## src/tests/program.hex

```
// rows 0..39: RV32I instruction words, four per line in program order
// row 512 (@200): data words read and written by the loads and stores
00500093 FFD00113 002081B3 40118233
001242B3 0022E333 001373B3 00122433
001234B3 008095B3 00825633 408256B3
0F06C713 00376793 7FF7F813 FFF6A893
FFF0B913 00481993 01C6DA13 40475A93
40000513 00A50533 00052B03 00452B83
017B0C33 01852423 00852C83 01352623
01552823 00C52D03 01052D83 41AD8E33
01C52A23 01452E83 00208033 123452B7
FFFE8F13 007F6FB3 01F030B3 001FC133
@200
12345678 0BADF00D 00000000 00000000
CAFEF00D 55AA55AA 00000000 00000000
```

## src/verilog/corePkg.sv

```systemverilog
`default_nettype none

package corePkg;

    localparam int Xlen    = 32;
    localparam int RegIdxW = 5;
    localparam int NumRegs = 32;

    typedef logic [Xlen-1:0]    word_t;
    typedef logic [RegIdxW-1:0] regIdx_t;

    localparam logic [6:0] OpcodeOp    = 7'b0110011;
    localparam logic [6:0] OpcodeOpImm = 7'b0010011;
    localparam logic [6:0] OpcodeLoad  = 7'b0000011;
    localparam logic [6:0] OpcodeStore = 7'b0100011;

    typedef enum logic [3:0] {
        AluAdd, AluSub, AluXor, AluOr, AluAnd,
        AluSlt, AluSltu, AluSll, AluSrl, AluSra
    } aluOp_t;

    typedef struct packed {
        word_t instr;
        word_t pc;
    } fetchOut_t;

    typedef struct packed {
        aluOp_t  aluOp;
        logic    useImm;   // operand b from imm
        logic    isLoad;
        logic    isStore;
        logic    wrEn;
        regIdx_t rd;
        regIdx_t rs1;
        regIdx_t rs2;
        word_t   imm;
        word_t   pc;
        word_t   instr;
    } uop_t;

    typedef struct packed {
        logic    wrEn;
        regIdx_t rd;
        word_t   value;
        word_t   pc;
        word_t   instr;
    } wbReq_t;

    typedef struct packed {
        logic    valid;
        logic    wrEn;
        regIdx_t rd;
        word_t   value;
        word_t   pc;
        word_t   instr;
    } retire_t;

endpackage

`default_nettype wire

```

## src/verilog/memPkg.sv

```systemverilog
`default_nettype none

package memPkg;

    localparam int AddrW      = 32;
    localparam int RowW       = 32;
    localparam int NumRows    = 1024;
    localparam int RowIdxW    = $clog2(NumRows);
    localparam int NumReaders = 2;
    localparam int PortW      = $clog2(NumReaders);

    // higher index wins arbitration
    localparam int FetchPort = 0;
    localparam int DataPort  = 1;

    localparam string MemInitFile = "/design/src/tests/program.hex";

    typedef struct packed {
        logic             en;
        logic [AddrW-1:0] addr;
    } readReq_t;

    typedef struct packed {
        logic             en;
        logic [AddrW-1:0] addr;
        logic [RowW-1:0]  data;
    } writeReq_t;

endpackage

`default_nettype wire

```

## src/verilog/execUnit.sv

```systemverilog
`default_nettype none

module execUnit (
    input  logic              clk,
    input  logic              arstN,
    input  corePkg::uop_t     in,
    input  logic              prevReadyToSend,
    output logic              readyToRcv,
    output corePkg::regIdx_t  rfIdxA,
    output corePkg::regIdx_t  rfIdxB,
    input  corePkg::word_t    rfDataA,
    input  corePkg::word_t    rfDataB,
    input  corePkg::regIdx_t  bpIdx,
    input  corePkg::word_t    bpVal,
    input  logic              bpValid,
    output memPkg::readReq_t  rdReq,
    input  logic              rdFin,
    input  corePkg::word_t    rdData,
    output memPkg::writeReq_t wrReq,
    output corePkg::wbReq_t   out,
    output logic              readyToSend
);
    import corePkg::*;
    import memPkg::*;

    uop_t  cur;
    logic  busy;
    logic  accept;
    word_t srcA;
    word_t srcB;
    word_t opB;
    word_t aluRes;

    assign rfIdxA = cur.rs1;
    assign rfIdxB = cur.rs2;

    // write-back result not yet in the register file
    assign srcA = (bpValid && bpIdx == cur.rs1) ? bpVal : rfDataA;
    assign srcB = (bpValid && bpIdx == cur.rs2) ? bpVal : rfDataB;
    assign opB  = cur.useImm ? cur.imm : srcB;

    always_comb begin
        case (cur.aluOp)
            AluAdd:  aluRes = srcA + opB;
            AluSub:  aluRes = srcA - opB;
            AluXor:  aluRes = srcA ^ opB;
            AluOr:   aluRes = srcA | opB;
            AluAnd:  aluRes = srcA & opB;
            AluSlt:  aluRes = word_t'($signed(srcA) < $signed(opB));
            AluSltu: aluRes = word_t'(srcA < opB);
            AluSll:  aluRes = srcA << opB[4:0];
            AluSrl:  aluRes = srcA >> opB[4:0];
            AluSra:  aluRes = word_t'($signed(srcA) >>> opB[4:0]);
            default: aluRes = srcA + opB;
        endcase
    end

    // address comes from the adder for loads and stores
    assign rdReq = '{en: busy && cur.isLoad, addr: AddrW'(aluRes)};
    assign wrReq = '{en: busy && cur.isStore, addr: AddrW'(aluRes), data: srcB};

    assign readyToSend = busy && (!cur.isLoad || rdFin);   // wb never stalls
    assign readyToRcv  = !busy || readyToSend;
    assign accept      = prevReadyToSend && readyToRcv;

    always_comb begin
        out.wrEn  = cur.wrEn;
        out.rd    = cur.rd;
        out.value = cur.isLoad ? rdData : aluRes;
        out.pc    = cur.pc;
        out.instr = cur.instr;
    end

    always_ff @(posedge clk or negedge arstN) begin
        if (!arstN) begin
            busy <= 1'b0;
        end else if (accept) begin
            busy <= 1'b1;
        end else if (readyToSend) begin
            busy <= 1'b0;
        end
    end

    always_ff @(posedge clk) begin
        if (accept) begin
            cur <= in;
        end
    end

endmodule

`default_nettype wire

```

## config.mk

```make
export PLATFORM = sky130hd
export DESIGN_NAME = execUnit
export DESIGN_NICKNAME = d
export VERILOG_FILES = /design/src/verilog/corePkg.sv /design/src/verilog/memPkg.sv /design/src/verilog/execUnit.sv
export SDC_FILE = /design/constraint.sdc
export NUM_CORES = 1
export LEC_CHECK = 0
export BUFFER_PORTS_ARGS = -buffer_cell sky130_fd_sc_hd__buf_2
export CORE_AREA = 2 2 183 185
export DETAILED_ROUTE_END_ITERATION = 16
export DIE_AREA = 0 0 185 187
export PLACE_DENSITY = 0.75
export SLEW_MARGIN = 40
export SYNTH_ARGS = -nofsm -noshare
export SYNTH_HDL_FRONTEND = slang
export SYNTH_SLANG_ARGS = --single-unit
```

## constraint.sdc

```tcl
create_clock -name clk -period 23.5 [get_ports clk]
set_input_delay 4.7 -clock clk [delete_from_list [all_inputs] [get_ports clk]]
set_output_delay 4.7 -clock clk [all_outputs]
set_load 0.01 [all_outputs]
```

Yosys cells after proc, flatten, opt, wreduce, memory -nomap -nowiden

Cells that the tools add are included.

Add/subtract/negate cells: 2
Magnitude comparators: 2
Equal/unequal tests: 11
Shifts and indexed selects: 3
Muxes and demuxes: 7
Bitwise gates (word level): 3
Reduce and logical (&&, ||, !) cells: 11

Operators by type and width:

| cell                                                                  | count |
|---|---|
| 32-bit case mux with 9 select lines                                   | 1 |
| 32-bit two-way mux                                                    | 4 |
| 32-bit < comparator                                                   | 2 |
| 32-bit adder                                                          | 1 |
| 32-bit AND                                                            | 1 |
| 32-bit OR                                                             | 1 |
| 32-bit by 5-bit << shifter with 32-bit output                         | 1 |
| 32-bit by 5-bit >> shifter with 32-bit output                         | 1 |
| 32-bit by 5-bit >>> shifter with 32-bit output                        | 1 |
| 32-bit subtractor                                                     | 1 |
| 32-bit bitwise XOR                                                    | 1 |
| 4-bit by 3-bit equality test with 1-bit output, second input constant | 4 |
| 5-bit equality test                                                   | 2 |
| 4-bit by 2-bit equality test with 1-bit output, second input constant | 2 |
| 4-bit equality test, second input constant                            | 2 |
| 1-bit logical AND                                                     | 6 |
| 4-bit by 1-bit equality test with 1-bit output, second input constant | 1 |
| 1-bit logical NOT                                                     | 2 |
| 1-bit logical OR                                                      | 2 |
| 1-bit two-way mux                                                     | 2 |
| 2-bit nonzero test                                                    | 1 |

Bits in registers: 120
Bits of input ports: 257

Longest topological paths before layout

Gate-level depths: netlist of run 1.

Word-level depth: 7
Depth in mapped cells: 23
Gate-level depth less buffers: 18

Worst setup path before layout of run 1

OpenSTA, ideal clock, no wires.

Path kind: input to output
Start point: input bpIdx[2]
End point: output out[93] in the netlist's numbering
Arrival time: 9611 ps
Path slack: 9189 ps
Stages on the path: 18
Buffers on the path: 3
Cell sequence: xnor2_1 nand4_2 nor2_1 clkbuf_1 clkbuf_1 mux2_2 mux2_2 ha_1 clkbuf_1 nand2_1 a2111oi_0 or2_2 a21oi_1 o311a_1 a211oi_1 mux2_2 o2111ai_1 mux2_2

RTL lines:

| element            | line           | text |
|---|---|---|
| start: declaration | execUnit.sv:13 | `input corePkg::regIdx_t bpIdx,` |
| end: declaration   | execUnit.sv:20 | `output corePkg::wbReq_t out,` |

==> results of run 1 <==
==> worst max path at each step <==
| stage | to | slack, ns |
|---|---|---|
| 5_1_grt | rdReq[20] | 7.64 |
| 6_report | rdReq[20] | 7.76 |
| 2_1_floorplan | out[93] | 9.19 |
| 3_3_place_gp | out[93] | 8.02 |
| 3_5_place_dp | out[93] | 8.13 |
| 4_1_cts | out[93] | 8.10 |
==> cell type report <==
type	instances	area (um2)	share of cell area [%]
Timing Repair Buffer	501	2590	14.4
Tap cell	448	561	3.11
Multi-Input combinational cell	1474	10200	56.8
Clock buffer	17	425	2.36
Inverter	113	429	2.38
Clock inverter	15	171	0.952
Antenna cell	1	2.50	0.0139
Sequential cell	120	3600	20.0
==> worst register-to-register path: stages, from the launching register on <==
cell	delay [ns]
edfxtp_1	0.69
nand3_1	0.24
and2_4	0.63
buf_6	0.55
==> placed cells by master, fill, tap and decap left out, types with 17 or more instances in the layout <==
cell type and count:
edfxtp_1 119, mux2i_1 44, nor2_1 140, and2_1 22, nand2_1 138, buf_2 468
a21oi_1 140, a31oi_1 22, a211oi_1 32, ha_1 97, buf_4 31, inv_1 106
o221ai_1 19, nand4_1 27, xnor2_1 22, nor3_1 35, and3_1 17, nand3_1 105
clkbuf_16 17, mux2_2 78, a221oi_1 19, o22ai_1 20, o21ai_0 138, o211ai_1 71
==> per-layer routing <==
layer  global-route usage, %  vias to the layer above
met5                       0                        -
met3                    11.1                      292
met2                    69.2                     1460
met1                    56.2                     8571
li1                        -                     7780
met4                    27.6                        2
==> per-stage QoR <==
stage | setup slack (ns) | utilization [%]
3_3_place_gp | 8.02 | 52.8
6_report | 7.76 | 54.8
5_1_grt | 7.64 | 54.8
4_1_cts | 8.10 | 54.7
3_5_place_dp | 8.13 | 52.9
2_1_floorplan | 9.19 | -
==> flip-flops by register name, indices dropped and copies added (netlist names) <==
register / cells
rfIdxB: 5
out: 70
busy: 1
rfIdxA: 5
cur: 39
==> cells by family after synthesis <==
| kind of cell | after synthesis | share of synthesized area [%] |
|---|---|---|
| compound gates | 669 | 29.3 |
| simple gates | 549 | 16.6 |
| buf+inv | 355 | 11.9 |
| mux | 131 | 9.53 |
| flops | 120 | 23.1 |
| fa+ha+maj | 99 | 8.03 |
| xor+xnor | 26 | 1.51 |
==> power breakdown <==
group	internal (mW)	total, mW	switching, mW
sequential	0.251	0.258	0.00743
clock	0.143	0.269	0.126
combinational	0.178	0.540	0.363
total	0.571	1.07	0.496
==> results.cfg, run 1 <==
[global_route]
grt_pass1_wl_mm = 113
grt_start_max_net_pins = 69
antenna_found_initial = 2
grt-ovfl-total = 0
track_usage_pct = 44.9
first_global_vias = 16837

[detailed_routing]
vias = 18105
wl_met2_mm = 35.2
wl_mm = 80.2
firstDrtPassIters = 6
wl_met3_mm = 9.27
routedWlPerCell_um = 29.8
drtAntennaViolNets = 0
drt-initial-drc-count = 2868
top_layer = met5
drc = 0
routedLengthMet1_mm = 30.0
vias_per_cell = 6.73

[worst_setup_path]
r2r_slack_ns = 20.88
startpoint_type = primary input
worstReg2RegStart = cur[113]
critical_path_buf_inv_count = 5
worstPathArrival_ns = 11.04
critical_path_class = in -> out
cp-startpoint = bpIdx[2]
crit_cells = 20
path_cells = buf_2 > xnor2_1 > and4_1 > mux2i_2 > nor2_4 > buf_4 > inv_2 > buf_4 > ha_1 > fa_1 > nand2b_1 > a221oi_1 > o21ai_0 > nand2_1 > a31oi_1 > o21ai_0 > a221o_1 > a211oi_1 > nand2_1 > buf_2
critPathRequiredTime_ns = 18.80
r2r_end = out[27]
slowest_delay_ns = 0.80
critical_path.top_delay_family = compound AO/OA/AOI/OAI gates
crit_path_end_kind = primary output
crit_slowest_cell = a211oi_1
critPathMaxFanout = 68
r2r_cells = 3

[place]
dpl.cell_count = 2655
place_area_mm2 = 0.0174
dp_hpwl_mm = 64.9
gp_congestion = 1.07
io_buffers = 468

[synth]
yosysTopAreaCell = edfxtp_1
postSynthCellCount = 1949
synth_cell_types = 92
synth_most_common_cell = nor2_1
yosys_warnings = 0
synth-edff-count = 119
synth.cell_area_mm2 = 0.0156
synth_seq_cells = 120
async_flop_share_pct = 0.833
syn_nets = 2305
synth_commonest_cells = nor2_1 (141), a21oi_1 (140), o21ai_0 (139), nand2_1 (138), edfxtp_1 (119)
synth_top_area_share_pct = 22.9
yosys-top-cells-area = edfxtp_1 (23%), ha_1 (7.8%), buf_4 (5.6%), mux2_2 (5.6%), a21oi_1 (4.5%)
synthFlopType = edfxtp_1
seq_area_frac_synth_pct = 23.1
syn_avg_cell_area_um2 = 8.01

[final_layout]
postLayoutCellArea_mm2 = 0.0180
syn2layout_area_growth_pct = 15.4
drive_gt1_share_pct = 30.5
fillCellCount = 3164
final_cells = 2689
layout.nets = 2583

[sta]
min_period_ns = 15.74
rsz0062_at_grt = false
hold_slack_ns = 0.643
tightest_slew_ns = 0.945
finalCritPeriodShare_pct = 67.0
fmax_mhz = 63.5
hold_violations = 0
timing.slew.headroom_pct = 36.5
setup_violations = 0
tns_ns = 0
slew_viol_final = 0
clock_skew_ns = 0.0242

[run]
maxCapViolCount = 0

[clocking]
clkTransAtPathRegs_ns = 0.08
post_cts_buffers = 0
cts.sinks = 120
cts_buffer_depth = 2
cts-resized-gates = 0
clkLatencyLatePin_ns = 0.46
cts_made_buffers = 17
holdBufCountCts = 0
htreeDepth = 4
clockRootBuffer = clkbuf_16
cts_tree = built

[pwr]
ir_drop_mv = 0.0674
powerDensity_mw_per_mm2 = 59.3
p_total_mw = 1.07
leakagePower_nw = 7.79

[floorplanning]
die_h_um = 187
dieArea_mm2 = 0.0346
die_x_um = 185
io_pins = 469
row_count = 67
start_util_pct = 47.5
core_area_mm2 = 0.0329

[outcome]
run_status = complete, no violations

[worst_hold_path]
hold_end = busy
worstHoldPathType = reg -> reg
worstHoldStart = busy
min_delay_path_depth = 2
Note: power is estimated with default switching activity, not from simulation.
==> run 2, diff against run 1 <==
--- a/config.mk
+++ b/config.mk
@@ -6,10 +6,10 @@
 export NUM_CORES = 1
 export LEC_CHECK = 0
 export BUFFER_PORTS_ARGS = -buffer_cell sky130_fd_sc_hd__buf_2
-export CORE_AREA = 2 2 183 185
+export CORE_MARGIN = 2
+export CORE_UTILIZATION = 49
 export DETAILED_ROUTE_END_ITERATION = 16
-export DIE_AREA = 0 0 185 187
-export PLACE_DENSITY = 0.75
+export PLACE_DENSITY = 0.8
 export SLEW_MARGIN = 40
 export SYNTH_ARGS = -nofsm -noshare
 export SYNTH_HDL_FRONTEND = slang
==> constraint.sdc (replaced) <==
create_clock -name clk -period 13.3 [get_ports clk]
set_input_delay 2.66 -clock clk [delete_from_list [all_inputs] [get_ports clk]]
set_output_delay 2.66 -clock clk [all_outputs]
set_load 0.01 [all_outputs]
==> run 2 against run 1 <==
Critical path depth shrank 1. Clock skew shrank 0.0028 ns. Clock-buffer cell count is the same. Final cell count shrank 1.5%. Design area is essentially flat. Via count grew 1.2%. Sequential power grew 77%. Critical path type unchanged. Largest power group unchanged. Highest routed layer is now met4.
==> results.cfg, run 2 (synthesized netlist as in run 1, its figures left out) <==
[sta]
rsz0062_at_grt = false
clock_skew_ns = 0.0214
min_period_ns = 11.55
tightest_slew_ns = 1.02
tns_ns = 0
finalCritPeriodShare_pct = 86.8
fmax_mhz = 86.6
setup_violations = 0
slew_viol_final = 0
hold_violations = 0
timing.slew.headroom_pct = 31.7

[detailed_routing]
drtAntennaViolNets = 0
firstDrtPassIters = 6
drc = 0
routedWlPerCell_um = 31.0
drt-initial-drc-count = 2862
wl_mm = 82.2
vias = 18324
vias_per_cell = 6.91

[clocking]
clockRootBuffer = clkbuf_16
cts_tree = built
clkLatencyLatePin_ns = 0.47
cts-resized-gates = 0
htreeDepth = 4
clkTransAtPathRegs_ns = 0.08
cts.sinks = 120
cts_buffer_depth = 2
holdBufCountCts = 0
cts_made_buffers = 17
post_cts_buffers = 0

[worst_setup_path]
endpoint = out[80]
crit_path_end_kind = primary output
r2r_end = cur[78]
worstReg2RegStart = cur[113]
critical_path_class = in -> out
r2r_slack_ns = 10.61
r2r_cells = 4
worstPathArrival_ns = 8.89
startpoint_type = primary input
critPathRequiredTime_ns = 10.64
critPathMaxFanout = 19
cp-startpoint = bpIdx[4]

[final_layout]
fin_util_pct = 57.2
layout.nets = 2589
final_cell_mix = buf_2 (468), a21oi_1 (140), nor2_1 (140)
postLayoutCellArea_mm2 = 0.0180
final_common_cell = buf_2
fillCellCount = 2900
final_cells = 2650
syn2layout_area_growth_pct = 15.4
largest_reg_flops = 70
drive_gt1_share_pct = 30.7

[run]
maxCapViolCount = 0

[place]
dp_hpwl_mm = 65.8
dpl.cell_count = 2614
io_buffers = 468
gp_congestion = 1.10
place_area_mm2 = 0.0174

[worst_hold_path]
worstHoldPathType = reg -> reg

[pwr]
leakagePower_nw = 7.80
ir_drop_mv = 0.147
powerDensity_mw_per_mm2 = 105
p_total_mw = 1.90

[floorplanning]
die_h_um = 182
io_pins = 469
dieArea_mm2 = 0.0333
die_x_um = 182
start_util_pct = 49.6
row_count = 65
core_area_mm2 = 0.0315

[outcome]
run_status = complete, no violations

[global_route]
grt-ovfl-total = 0
antenna_found_initial = 4
grt_start_max_net_pins = 81
first_global_vias = 16947
grt_pass1_wl_mm = 116
track_usage_pct = 48.1
-- run 2: changes by cell type in the layout (fill, tap and decap cells not counted), sizes merged --
cell / delta
inv: +1
clkinv: -4
buf: +7
clkbuf: -1
diode: +1
clkinvlp: +3
-- run 2: worst min path at each step --
stage	from	endpoint	cells after the start
final	busy	busy	2
after global routing	busy	busy	2
after CTS	busy	busy	2
after detailed placement	busy	busy	2
after global placement	busy	busy	2
after floorplan	busy	busy	2
-- run 2: routing by layer --
metal / share of wire, % / track usage (%)
met4: 8.4 / 34.2
met2: 42 / 72.2
met3: 13 / 14.9
met1: 37 / 58.6
met5: 0 / 0
-- run 2: layout make-up --
type	instances	area, um2	area share, %
clock buffers	17	425	2.36
flip-flops and latches	120	3600	20.0
diodes	2	5.00	0.0278
inverters	113	432	2.40
clock inverters	15	153	0.848
multi-input cells	1474	10200	56.8
repair buffers	507	2670	14.8
well taps	402	503	2.79
-- run 2: metrics by stage --
step / hold WS (ns) / setup slack [ns]
finish: 0.631 / 1.75
CTS: 0.631 / 1.76
floorplan: 0.626 / 3.07
detailed placement: 0.609 / 1.79
global placement: 0.594 / 1.80
global route: 0.663 / 1.66
-- run 2: critical path, stage by stage --
cell,delay [ns]
buf_2,0.13
xnor2_1,0.24
nand4_1,0.29
buf_4,0.29
nor2_2,0.61
mux2_2,0.49
ha_1,0.28
fa_1,0.48
nand2b_1,0.15
a221oi_1,0.12
o21ai_0,0.36
nand2_1,0.29
a31oi_1,0.59
o22ai_1,0.17
a221oi_1,0.62
o2111ai_1,0.26
a211o_1,0.40
mux2_2,0.30
buf_2,0.14
-- run 2: power breakdown --
group / internal (mW) / leakage [nW] / total, mW / switching [mW]
Sequential: 0.443 / 1.16 / 0.456 / 0.0131
Combinational: 0.318 / 6.37 / 0.965 / 0.648
Clock: 0.249 / 0.275 / 0.475 / 0.226
Total: 1.01 / 7.80 / 1.90 / 0.886
