File: config.mk
export PLATFORM = sky130hd
export DESIGN_NAME = fetchUnit
export DESIGN_NICKNAME = d
export VERILOG_FILES = /design/src/verilog/corePkg.sv /design/src/verilog/memPkg.sv /design/src/verilog/fetchUnit.sv
export SDC_FILE = /design/constraint.sdc
export NUM_CORES = 1
export LEC_CHECK = 0
export BUFFER_PORTS_ARGS = -buffer_cell sky130_fd_sc_hd__buf_2
export CELL_PAD_IN_SITES_DETAIL_PLACEMENT = 2
export CELL_PAD_IN_SITES_GLOBAL_PLACEMENT = 2
export CORE_MARGIN = 2
export CORE_UTILIZATION = 29
export CTS_CLUSTER_DIAMETER = 100
export DETAILED_ROUTE_END_ITERATION = 10
export GPL_ROUTABILITY_DRIVEN = 0
export PLACE_DENSITY = 0.85
export REMOVE_ABC_BUFFERS = 1
export SLEW_MARGIN = 20
export SYNTH_ARGS = -nofsm -noshare
export SYNTH_HDL_FRONTEND = slang
export SYNTH_SLANG_ARGS = --single-unit
File: constraint.sdc
create_clock -name clk -period 1.35 [get_ports clk]
set_input_delay 0.2025 -clock clk [delete_from_list [all_inputs] [get_ports clk]]
set_output_delay 0.2025 -clock clk [all_outputs]
set_load 0.05 [all_outputs]
File: src/tests/program.hex
// rows 0..39: RV32I instruction words, four per line in program order
// row 512 (@200): data words read and written by the loads and stores
00500093 FFD00113 002081B3 40118233
001242B3 0022E333 001373B3 00122433
001234B3 008095B3 00825633 408256B3
0F06C713 00376793 7FF7F813 FFF6A893
FFF0B913 00481993 01C6DA13 40475A93
40000513 00A50533 00052B03 00452B83
017B0C33 01852423 00852C83 01352623
01552823 00C52D03 01052D83 41AD8E33
01C52A23 01452E83 00208033 123452B7
FFFE8F13 007F6FB3 01F030B3 001FC133
@200
12345678 0BADF00D 00000000 00000000
CAFEF00D 55AA55AA 00000000 00000000
File: src/verilog/corePkg.sv
`default_nettype none

package corePkg;

    localparam int Xlen    = 32;
    localparam int RegIdxW = 5;
    localparam int NumRegs = 32;

    typedef logic [Xlen-1:0]    word_t;
    typedef logic [RegIdxW-1:0] regIdx_t;

    localparam logic [6:0] OpcodeOp    = 7'b0110011;
    localparam logic [6:0] OpcodeOpImm = 7'b0010011;
    localparam logic [6:0] OpcodeLoad  = 7'b0000011;
    localparam logic [6:0] OpcodeStore = 7'b0100011;

    typedef enum logic [3:0] {
        AluAdd, AluSub, AluXor, AluOr, AluAnd,
        AluSlt, AluSltu, AluSll, AluSrl, AluSra
    } aluOp_t;

    typedef struct packed {
        word_t instr;
        word_t pc;
    } fetchOut_t;

    typedef struct packed {
        aluOp_t  aluOp;
        logic    useImm;   // operand b from imm
        logic    isLoad;
        logic    isStore;
        logic    wrEn;
        regIdx_t rd;
        regIdx_t rs1;
        regIdx_t rs2;
        word_t   imm;
        word_t   pc;
        word_t   instr;
    } uop_t;

    typedef struct packed {
        logic    wrEn;
        regIdx_t rd;
        word_t   value;
        word_t   pc;
        word_t   instr;
    } wbReq_t;

    typedef struct packed {
        logic    valid;
        logic    wrEn;
        regIdx_t rd;
        word_t   value;
        word_t   pc;
        word_t   instr;
    } retire_t;

endpackage

`default_nettype wire

File: src/verilog/memPkg.sv
`default_nettype none

package memPkg;

    localparam int AddrW      = 32;
    localparam int RowW       = 32;
    localparam int NumRows    = 1024;
    localparam int RowIdxW    = $clog2(NumRows);
    localparam int NumReaders = 2;
    localparam int PortW      = $clog2(NumReaders);

    // higher index wins arbitration
    localparam int FetchPort = 0;
    localparam int DataPort  = 1;

    localparam string MemInitFile = "/design/src/tests/program.hex";

    typedef struct packed {
        logic             en;
        logic [AddrW-1:0] addr;
    } readReq_t;

    typedef struct packed {
        logic             en;
        logic [AddrW-1:0] addr;
        logic [RowW-1:0]  data;
    } writeReq_t;

endpackage

`default_nettype wire

File: src/verilog/fetchUnit.sv
`default_nettype none

module fetchUnit (
    input  logic               clk,
    input  logic               arstN,
    input  logic               startSig,
    output memPkg::readReq_t   rdReq,
    input  logic               rdFin,
    input  corePkg::word_t     rdData,
    output corePkg::fetchOut_t out,
    output logic               readyToSend,
    input  logic               nextReadyToRcv
);
    import corePkg::*;
    import memPkg::*;

    logic [AddrW-1:0] pc;
    logic             reqEn;

    // pc stays put while a read is outstanding
    assign rdReq = '{en: reqEn, addr: pc};

    always_ff @(posedge clk or negedge arstN) begin
        if (!arstN) begin
            pc          <= '0;
            reqEn       <= 1'b0;
            readyToSend <= 1'b0;
        end else begin
            if (rdFin) begin
                reqEn       <= 1'b0;
                readyToSend <= 1'b1;
            end else if (startSig && !reqEn && !readyToSend) begin
                reqEn <= 1'b1;   // one read in flight at most
            end
            if (readyToSend && nextReadyToRcv) begin
                readyToSend <= 1'b0;
                pc          <= pc + AddrW'(4);
            end
        end
    end

    always_ff @(posedge clk) begin
        if (rdFin) begin
            out.instr <= rdData;
            out.pc    <= word_t'(pc);
        end
    end

endmodule

`default_nettype wire

; ---- Yosys cells after proc, flatten, opt, wreduce, memory -nomap -nowiden
; Index checks and enable logic that the tools add are counted.
[op_classes]
add_sub_neg = 1
muxes = 4
n_reduce_logical = 7
[ops]
columns = cell, n
row1 = "32-bit by 3-bit adder with 32-bit output, second input constant", 1
row2 = 1-bit 2-to-1 mux, 4
row3 = 2-bit nonzero test, 2
row4 = 1-bit logical AND, 3
row5 = 1-bit logical NOT, 2
[word_totals]
reg_bits = 98
out_inout_bits = 98
word_cells = 17

; ---- Longest topological paths before layout
; Gate-level depths: netlist of the first run.
[depth]
ltp_word = 5
mapped_depth = 6

; ---- Worst setup path after synthesis of the first run
; OpenSTA, ideal clock, no wires.
[synth_timing]
kind = register to register
from = reg pc[2]
to = reg pc[22]
setup_ns = 0.143
t_arrival_ns = 1.667
required_ns = 1.207
slack_ns = -0.460
stages_incl_launch_ff = 7
period_less_slack_ns = 1.810
cell_sequence = dfrtp_1 -> ha_1 -> nand3_1 -> nor3_2 -> buf_4 -> nand4_1 -> xnor2_1
[synth_via]
elab_chain_cells = 1
[synth_rtl]
columns = element, line_no
row1 = "start, declared", fetchUnit.sv:17  ; logic [AddrW-1:0] pc;
row2 = "start signal, assigned", fetchUnit.sv:37  ; pc <= pc + AddrW'(4);
row3 = 32-bit by 3-bit adder with 32-bit output, fetchUnit.sv:37
; Every way passes these cells.
; A chain may end at the register's enable or synchronous reset.

; ---- Final worst setup path of the first run
[layout_timing]
from = reg pc[2]
to = out rdReq[2] in the netlist's numbering
[layout_rtl]
columns = element, line_no
row1 = "end, declared", fetchUnit.sv:7  ; output memPkg::readReq_t rdReq,
; No word-level cell between the ends.

==> results of run 1 <==
-- worst max-delay path: stages, from the launching register on --
cell and delay [ns]:
sky130_fd_sc_hd__dfrtp_1 0.40, sky130_fd_sc_hd__buf_6 0.13, sky130_fd_sc_hd__buf_4 0.12, sky130_fd_sc_hd__buf_6 0.11
sky130_fd_sc_hd__buf_8 0.14
-- metal layers --
| layer | GRT usage | up-vias |
|---|---|---|
| li1 | - | 1039 |
| met5 | 0 | - |
| met4 | 0.0425 | 0 |
| met2 | 0.263 | 103 |
| met1 | 0.179 | 1124 |
| met3 | 0.0448 | 10 |
-- sequential cells by signal, indices dropped and copies added (netlist names) --
signal and flops:
pc 30, out 62, reqEn 1, readyToSend 1
-- final cells by class --
cell class	instances	area [sq um]
Clock buffer	10	239
Clock inverter	6	85.1
Fill cell	1161	6460
Inverter	3	11.3
Multi-Input combinational cell	88	602
Sequential cell	94	2660
Tap cell	143	179
Timing Repair Buffer	173	1030
-- logic make-up (layout without fill, tap and decap cells) --
group / Yosys count / after routing / synth area share
xor gates and xnor gates: 29 / 29 / 0.0767
muxes: 1 / 1 / 0.00340
adders and majority gates: 1 / 1 / 0.00378
buffers and inverters: 11 / 192 / 0.0227
and+or+nand+nor: 51 / 51 / 0.0850
DFF: 94 / 94 / 0.804
AOI/OAI and AO/OA: 2 / 2 / 0.00302
other: 1 / 4 / 0.00113
-- worst min path at each step --
| stage | from | end | slack (ns) | depth (start not counted) |
|---|---|---|---|---|
| after floorplan | arstN | pc[10]$_DFFE_PN0P_ | -0.09 | 0 |
| after global placement | arstN | pc[17]$_DFFE_PN0P_ | 0.15 | 1 |
| after detailed placement | arstN | pc[17]$_DFFE_PN0P_ | 0.16 | 1 |
| after CTS | rdData[29] | out[61]$_DFFE_PP_ | 0.03 | 1 |
| final | rdData[29] | out[61]$_DFFE_PP_ | 0.04 | 1 |
| after global routing | rdData[5] | out[37]$_DFFE_PP_ | 0.03 | 1 |
-- placed cells by master, fill, tap and decap left out, drive strengths merged, types with 2 or more instances in the layout --
master / instances
nand2: 10
nand4: 12
inv: 3
bufinv: 2
nand3: 9
nor3: 3
nor2: 6
and2: 2
edfxtp: 62
xnor2: 23
buf: 169
and3: 6
and4: 3
clkinv: 3
xor2: 6
clkbuf: 13
conb: 4
dfrtp: 32
-- stage by stage --
stage | std cells | TNS [ns] | power, uW | setup WS (ns)
floorplan | 185 | -11.63 | 4510 | -0.606
detailed placement | 497 | -0.577 | 5110 | -0.0843
global route | 517 | -2.71 | 8220 | -0.162
finish | 517 | -0.255 | 7880 | -0.0835
global placement | 497 | -0.000734 | 5040 | -0.000734
CTS | 515 | -0.625 | 7930 | -0.0959
-- power by group through the flow --
stage                     clock (uW)  sequential [uW]  combinational [uW]
after floorplan                    0             4360                 155
after global placement             0             3470                1570
after detailed placement           0             3490                1610
after CTS                       2800             3440                1680
after global routing            2920             3460                1840
final                           2700             3440                1740
-- what timing repair did --
action                                 CTS  global route
endpoints found under the hold margin   16             0
resized for setup                        9            10
setup endpoints to repair               25            29
pin swaps                                2             2
hold buffers                             1             0
setup buffers                            1             2
==> results.md, run 1 <==
- The internal power contribution is 5520 uW.
- Entering global routing, the biggest net connects 65 pins.
- The floorplan die area is 0.0123 sq mm.
- Detailed routing placed a total of 610 um of wire on met3.
- The total count of max-transition violations in the final report is 0.
- The clock sink count is 94.
- The startpoint kind of the worst setup timing path is a register.
- Counting flops with an async set or reset pin after synthesis yields a share of 0.340.
- Among all flip-flop cells after synthesis, the most frequent one is sky130_fd_sc_hd__edfxtp_1.
- The commonest cells after synthesis are sky130_fd_sc_hd__edfxtp_1 (62), sky130_fd_sc_hd__dfrtp_1 (32), sky130_fd_sc_hd__xnor2_1 (23).
- The cell area power density is 1640 mW/mm^2.
- The number of antenna diodes in the final layout is 0.
- The initial core utilization is 0.294.
- By area the synthesized netlist is led by sky130_fd_sc_hd__edfxtp_1 (56%), sky130_fd_sc_hd__dfrtp_1 (24%), sky130_fd_sc_hd__xnor2_1 (6.1%).
- The final worst-path setup slack is -0.0835 ns.
- The clock insertion delay at the later pin of the skew report is 0.33 ns.
- The I/O pin total is 135.
- The hold violation total from the final report came to 0.
- The clock slew at the register clock pins of the worst setup and hold paths is 0.06 ns.
- The number of buffers inserted during clock tree synthesis is 9.
- Yosys instantiated no cell more often than sky130_fd_sc_hd__edfxtp_1.
- After detailed routing, the average wire length per cell comes to 17.0 um.
- The number of remaining DRC errors is 0.
- The class of the worst hold path is input pin to register.
- The top layer reached by signal wires is met4.
- Setup violations remaining at the end of the flow were counted as 10.
- The arrival time of the worst setup path is 1.23 ns.
- The average cell area after synthesis is 17.4 sq um.
- Across all layers, the routed design uses 2,276 vias.
- The worst register-to-register path ends at pc[23]$_DFFE_PN0P_.
- The worst clock skew on the final layout is 0.00492 ns.
- The clock share of power is 0.343.
- After layout, the minimum clock period comes to 1.43 ns.
- The synthesized design spends more area on one cell type than any other, namely sky130_fd_sc_hd__edfxtp_1.
- In the synthesized netlist, the number of instances is 190.
- The required time at the endpoint of the critical path is 1.15 ns.
- The sequential group share of total power is 0.436.
- The detail route stage leaves a number of antenna-violating nets equal to 0.
- The detailed-router iteration count before antenna repair is 4.
- The first global-routing pass estimated 14.2 mm of wire.
- Clock tree synthesis selected as its root buffer the cell sky130_fd_sc_hd__clkbuf_16.
- VDD sags by at most 601 uV.
- The startpoint of the most critical register-to-register path is pc[2]$_DFFE_PN0P_.
- Of all nets on the critical path, the largest fanout is 2.
- The critical path in this run is classified as register to output port.
- The final worst hold slack is 0.0414 ns.
- The number of buffers added on ports is 130.
- Of the cells placed in the final design, the portion with a size suffix greater than 1 is 0.516.
- Of the available clock period, the critical path in the final layout requires 1.06.
- The placed standard-cell area is 0.00439 sq mm.
- The synthesis-stage register bit count is 94.
- The max capacitance violation total is 0.
- The via count of the first global-routing pass is 2,608.
- The area share of the leading cell type in the synthesized netlist is 0.562.
- After the last flow step, the layout net total stands at 407.
- The count of routing violations after the opening detailed-route iteration is 56.
- The static power due to leakage is 0.00227 uW.
- The width of the die is 111 um.
- The logic gate share of total power is 0.221.
- The final core utilization is 0.427.
- The routed wire length is 8.78 mm.
- The initial antenna violation count was 0.
- From synthesis to final layout, the design area changed by 45.3%.
- In this run the register-to-register setup slack is -0.03 ns.
- Counting along the longest clock path gives a buffer depth of 2.
- Counting flops with a built-in enable in the synthesized netlist gives 62.
- The share of synthesized area occupied by flip-flops and latches is 0.804.
- Of the total power, the share spent switching nets is 0.299.
- Setup repair after global routing could not meet its margin everywhere.
- Summed over all nets, the switching power comes to 2360 uW.
- STA classifies the critical path endpoint as an output port.
- In this run the core area contains 39 standard-cell rows.
- Once detailed placement completed, the half-perimeter wirelength came to 6.43 mm.
- In this run the cell area of the synthesized design comes to 0.00331 sq mm.
- The number of warnings issued by yosys is 0.
- The source of the critical timing path is pc[2]$_DFFE_PN0P_.
- The flow ran to the end, but the final reports show violations.
- In the routed layout, each cell is associated on average with a via count of 4.40.
- For this run, the total global-route usage over all layers was measured as 0.150.
- Following the worst setup path forward leads to its endpoint at rdReq[2].
- After detailed routing, the wire length on met1 is 3.57 mm.
- TritonCTS built the clock tree.
- The residual overflow from global routing is 0.
- The deepest level of the CTS H-tree is 3.
- The peak clock frequency supported by timing is 0.698 GHz.
- The die is 111 um tall.
- After synthesis, the netlist uses 21 different library cells.
- The area of the placeable core is 0.0113 sq mm.
- Wire segments on met2 add up to 4.53 mm in the final route.
- The checks that failed: negative setup slack.
- The cell depth of the worst flop-to-flop path is 6.
- With fillers left out, the area of the finished cells amounts to 0.00481 sq mm.
Power figures use the tool's default switching activity.
==> run 2, diff against run 1 <==
--- a/config.mk
+++ b/config.mk
@@ -8,7 +8,7 @@
 export BUFFER_PORTS_ARGS = -buffer_cell sky130_fd_sc_hd__buf_2
 export CELL_PAD_IN_SITES_DETAIL_PLACEMENT = 2
 export CELL_PAD_IN_SITES_GLOBAL_PLACEMENT = 2
-export CORE_MARGIN = 2
+export CORE_MARGIN = 5
 export CORE_UTILIZATION = 29
 export CTS_CLUSTER_DIAMETER = 100
 export DETAILED_ROUTE_END_ITERATION = 10
@@ -19,3 +19,4 @@
 export SYNTH_ARGS = -nofsm -noshare
 export SYNTH_HDL_FRONTEND = slang
 export SYNTH_SLANG_ARGS = --single-unit
+export TNS_END_PERCENT = 20
==> constraint.sdc (replaced) <==
create_clock -name clk -period 1.3 [get_ports clk]
set_input_delay 0.195 -clock clk [delete_from_list [all_inputs] [get_ports clk]]
set_output_delay 0.195 -clock clk [all_outputs]
set_load 0.05 [all_outputs]
==> run 2 against run 1 <==
Against the previous run:
- via count increased by 0.66%
- total power increased by 0.52%
- global-route usage decreased by 0.95 points
- design area increased by 1.2%
- setup slack got worse by 0.041 ns
- hold slack got worse by 0.0097 ns
- routed wire length increased by 9.7%
- largest cell class unchanged
- clock skew increased by 0.0037 ns
- sequential share of layout area decreased by 0.64 points
- sequential power increased by 4%
- the run still ends with negative setup slack left
==> results.md, run 2 (synthesized netlist as in run 1, its figures left out) <==
- The flow ran to the end, but the final reports show violations.
- The final reports fail on negative setup slack.
- The die is 117 um tall.
- The number of standard-cell rows in the floorplan is 39.
- For this configuration, the core starts out at a cell density of 0.292.
- The leading cell type in the layout, fill and taps excluded is sky130_fd_sc_hd__buf_2.
- The maximum number of pins on one net before global-route repair is 41.
- The clock insertion delay at the later pin of the skew report is 0.34 ns.
- The total count of max-transition violations in the final report is 0.
- The initial antenna violation count is 0.
- Of the total power, the share spent switching nets is 0.321.
- The number of flip-flops in the largest register is 62.
- Of all nets on the critical path, the largest fanout is 11.
- Using the TritonRoute via totals, the vias-per-cell ratio works out to 4.43.
- The sequential group share of total power is 0.451.
- Measured along the x axis, the die boundary spans 117 um.
- The antenna diode instance count is 0.
- After global routing the overflow that remains totals 0.
- The worst supply voltage drop on vdd is 665 uV.
- The share of total power dissipated in combinational logic is 0.231.
- The worst setup path is launched from a register.
- More flip-flops sit in one register than any other, and that register is out.
- The floorplan die area is 0.0137 sq mm.
- Summing over every cut layer, the via total after detailed routing is 2,291.
- The area of the placeable core is 0.0113 sq mm.
- The net count of the finished layout is 407.
- The detailed router finished its first iteration with 95 violations.
- The deepest level of the CTS H-tree is 3.
- The number of setup buffers added after CTS is 0.
- Setup repair after global routing could not meet its margin everywhere.
- Once detailed placement completed, the half-perimeter wirelength came to 7.35 mm.
- The number of remaining DRC errors is 0.
- Across all setup checks in the final design, the least slack found is -0.124 ns.
- The detailed-router iteration count before antenna repair is 4.
- The via count of the first global-routing pass came to 2,522.
- Across every metal layer, demand over resource in global routing totals 0.140.
- The area used by multi-input combinational logic is 602 sq um.
- The max capacitance violation total is 0.
- The tree is rooted in a sky130_fd_sc_hd__clkbuf_16.
- Power spread over the standard cell area amounts to 1630 mW/mm^2.
- The final critical delay including setup and external delays is 1.42 ns.
- The accumulated negative setup slack is -1.66 ns.
- The arrival time of the worst setup path is 1.65 ns.
- The number of cells on the worst hold path is 1.
- The clock slew at the register clock pins of the worst setup and hold paths is 0.07 ns.
- The final layout contains routed wiring with a total length of 9.63 mm.
- Including well taps, the total number of placed cells is 500.
- TritonCTS built the clock tree.
- The endpoint type of the worst setup path is a register.
- The largest registers in the layout are out x62, pc x30.
- The count of cells in the finished layout, fillers not included, comes to 517.
- Clock tree synthesis inserted a total of 9 buffers.
- The setup path with the least slack is of type register to register.
- The final core utilization is 0.430.
- Once detail routing completed, the nets flagged for antenna violations numbered 0.
- The completed layout was analyzed and its total power is 7920 uW.
- The cell depth of the worst flop-to-flop path is 6.
- The clock share of power is 0.318.
- The maximum clock insertion buffer count is 2.
- The first global-routing pass estimated 14.2 mm of wire.
- The wire length per cell is 18.6 um.
- Leaving out fill and tap cells, the most frequent cells in the layout are sky130_fd_sc_hd__buf_2 (100), sky130_fd_sc_hd__edfxtp_1 (62), sky130_fd_sc_hd__buf_4 (54).
- The post-route clock period utilization is 1.10.
- In the final layout, the share of cells above drive strength 1 is 0.519.
- The static power due to leakage is 0.00226 uW.
- The clock sink count is 94.
- The net switching power is 2540 uW.
- Static timing analysis puts the maximum clock frequency at 0.702 GHz.
- The hold violation total from the final report is 0.
- The relative area change from synthesis to final layout is 47.0%.
- Registers take 0.00266 sq mm.
- The class of the worst hold path is input pin to register.
- The final-report setup violation count is 26.
- The required time at the endpoint of the critical path is 1.52 ns.
- The tightest hold path in the finished design has a slack of 0.0317 ns.
- The number of buffers added on ports is 130.
- For the final database, setup skew stands at 0.00857 ns.
- The I/O pin total is 135.
- After filler insertion, the fill cell instance count of the layout stands at 1,143.
- The internal power contribution is 5370 uW.
==> run 2: cell count changes in the layout (fill, tap and decap cells not counted), moves of 2 or more <==
cell,previous run,this run
sky130_fd_sc_hd__buf_2,123,100
sky130_fd_sc_hd__buf_4,39,54
sky130_fd_sc_hd__buf_6,5,17
sky130_fd_sc_hd__clkbuf_4,3,0
sky130_fd_sc_hd__bufinv_16,2,0
sky130_fd_sc_hd__inv_6,0,2
==> run 2: final timing paths <==
path,startpoint,end,slack (ns)
max,pc[3]$_DFFE_PN0P_,pc[27]$_DFFE_PN0P_,-0.12
max reg2reg,pc[3]$_DFFE_PN0P_,pc[27]$_DFFE_PN0P_,-0.12
max in group asynchronous,arstN,pc[25]$_DFFE_PN0P_,0.57
min,rdData[26],out[58]$_DFFE_PP_,0.03
min reg2reg,reqEn$_DFFE_PN0P_,reqEn$_DFFE_PN0P_,0.50
min in group asynchronous,arstN,reqEn$_DFFE_PN0P_,0.41
==> run 2: power groups by stage <==
stage	registers [uW]	clock network [uW]	logic (uW)
2_1_floorplan	4530	0	161
3_3_place_gp	3600	0	1660
3_5_place_dp	3630	0	1730
4_1_cts	3570	2610	1830
5_1_grt	3590	2750	1900
6_report	3570	2520	1830
==> run 2: worst max-delay path, cell delays in order, from the launching register on <==
cell	delay, ns
sky130_fd_sc_hd__dfrtp_1	0.37
sky130_fd_sc_hd__buf_4	0.13
sky130_fd_sc_hd__nand4_1	0.14
sky130_fd_sc_hd__nor3_2	0.20
sky130_fd_sc_hd__buf_6	0.18
sky130_fd_sc_hd__nand4_1	0.14
sky130_fd_sc_hd__xnor2_1	0.15
==> run 2: metrics by stage <==
step / setup WS (ns) / cell area [sq um]
final: -0.124 / 4870
after CTS: -0.124 / 4800
after detailed placement: -0.161 / 4420
after global routing: -0.197 / 4870
after floorplan: -0.656 / 3260
after global placement: -0.0470 / 4420
==> run 2: cell type report <==
cell class                      count  area share
Clock inverter                      5     0.00874
Clock buffer                       11      0.0499
Sequential cell                    94       0.547
Timing Repair Buffer              173       0.232
Multi-Input combinational cell     88       0.124
Tap cell                          143      0.0368
Inverter                            3     0.00231
==> run 2: repair_timing <==
item,in CTS,in global routing
setup endpoints to repair,47,47
hold endpoints to repair,32,0
pin swaps,4,3
resized for setup,31,28
hold buffers,1,0
==> run 2: routing by layer <==
| metal | track usage | up-vias | part of all wire |
|---|---|---|---|
| met5 | 0 | - | 0 |
| met4 | 0.0428 | 0 | 0.015 |
| met3 | 0.0447 | 10 | 0.083 |
| met2 | 0.249 | 99 | 0.51 |
| met1 | 0.161 | 1146 | 0.39 |
| li1 | - | 1036 | - |
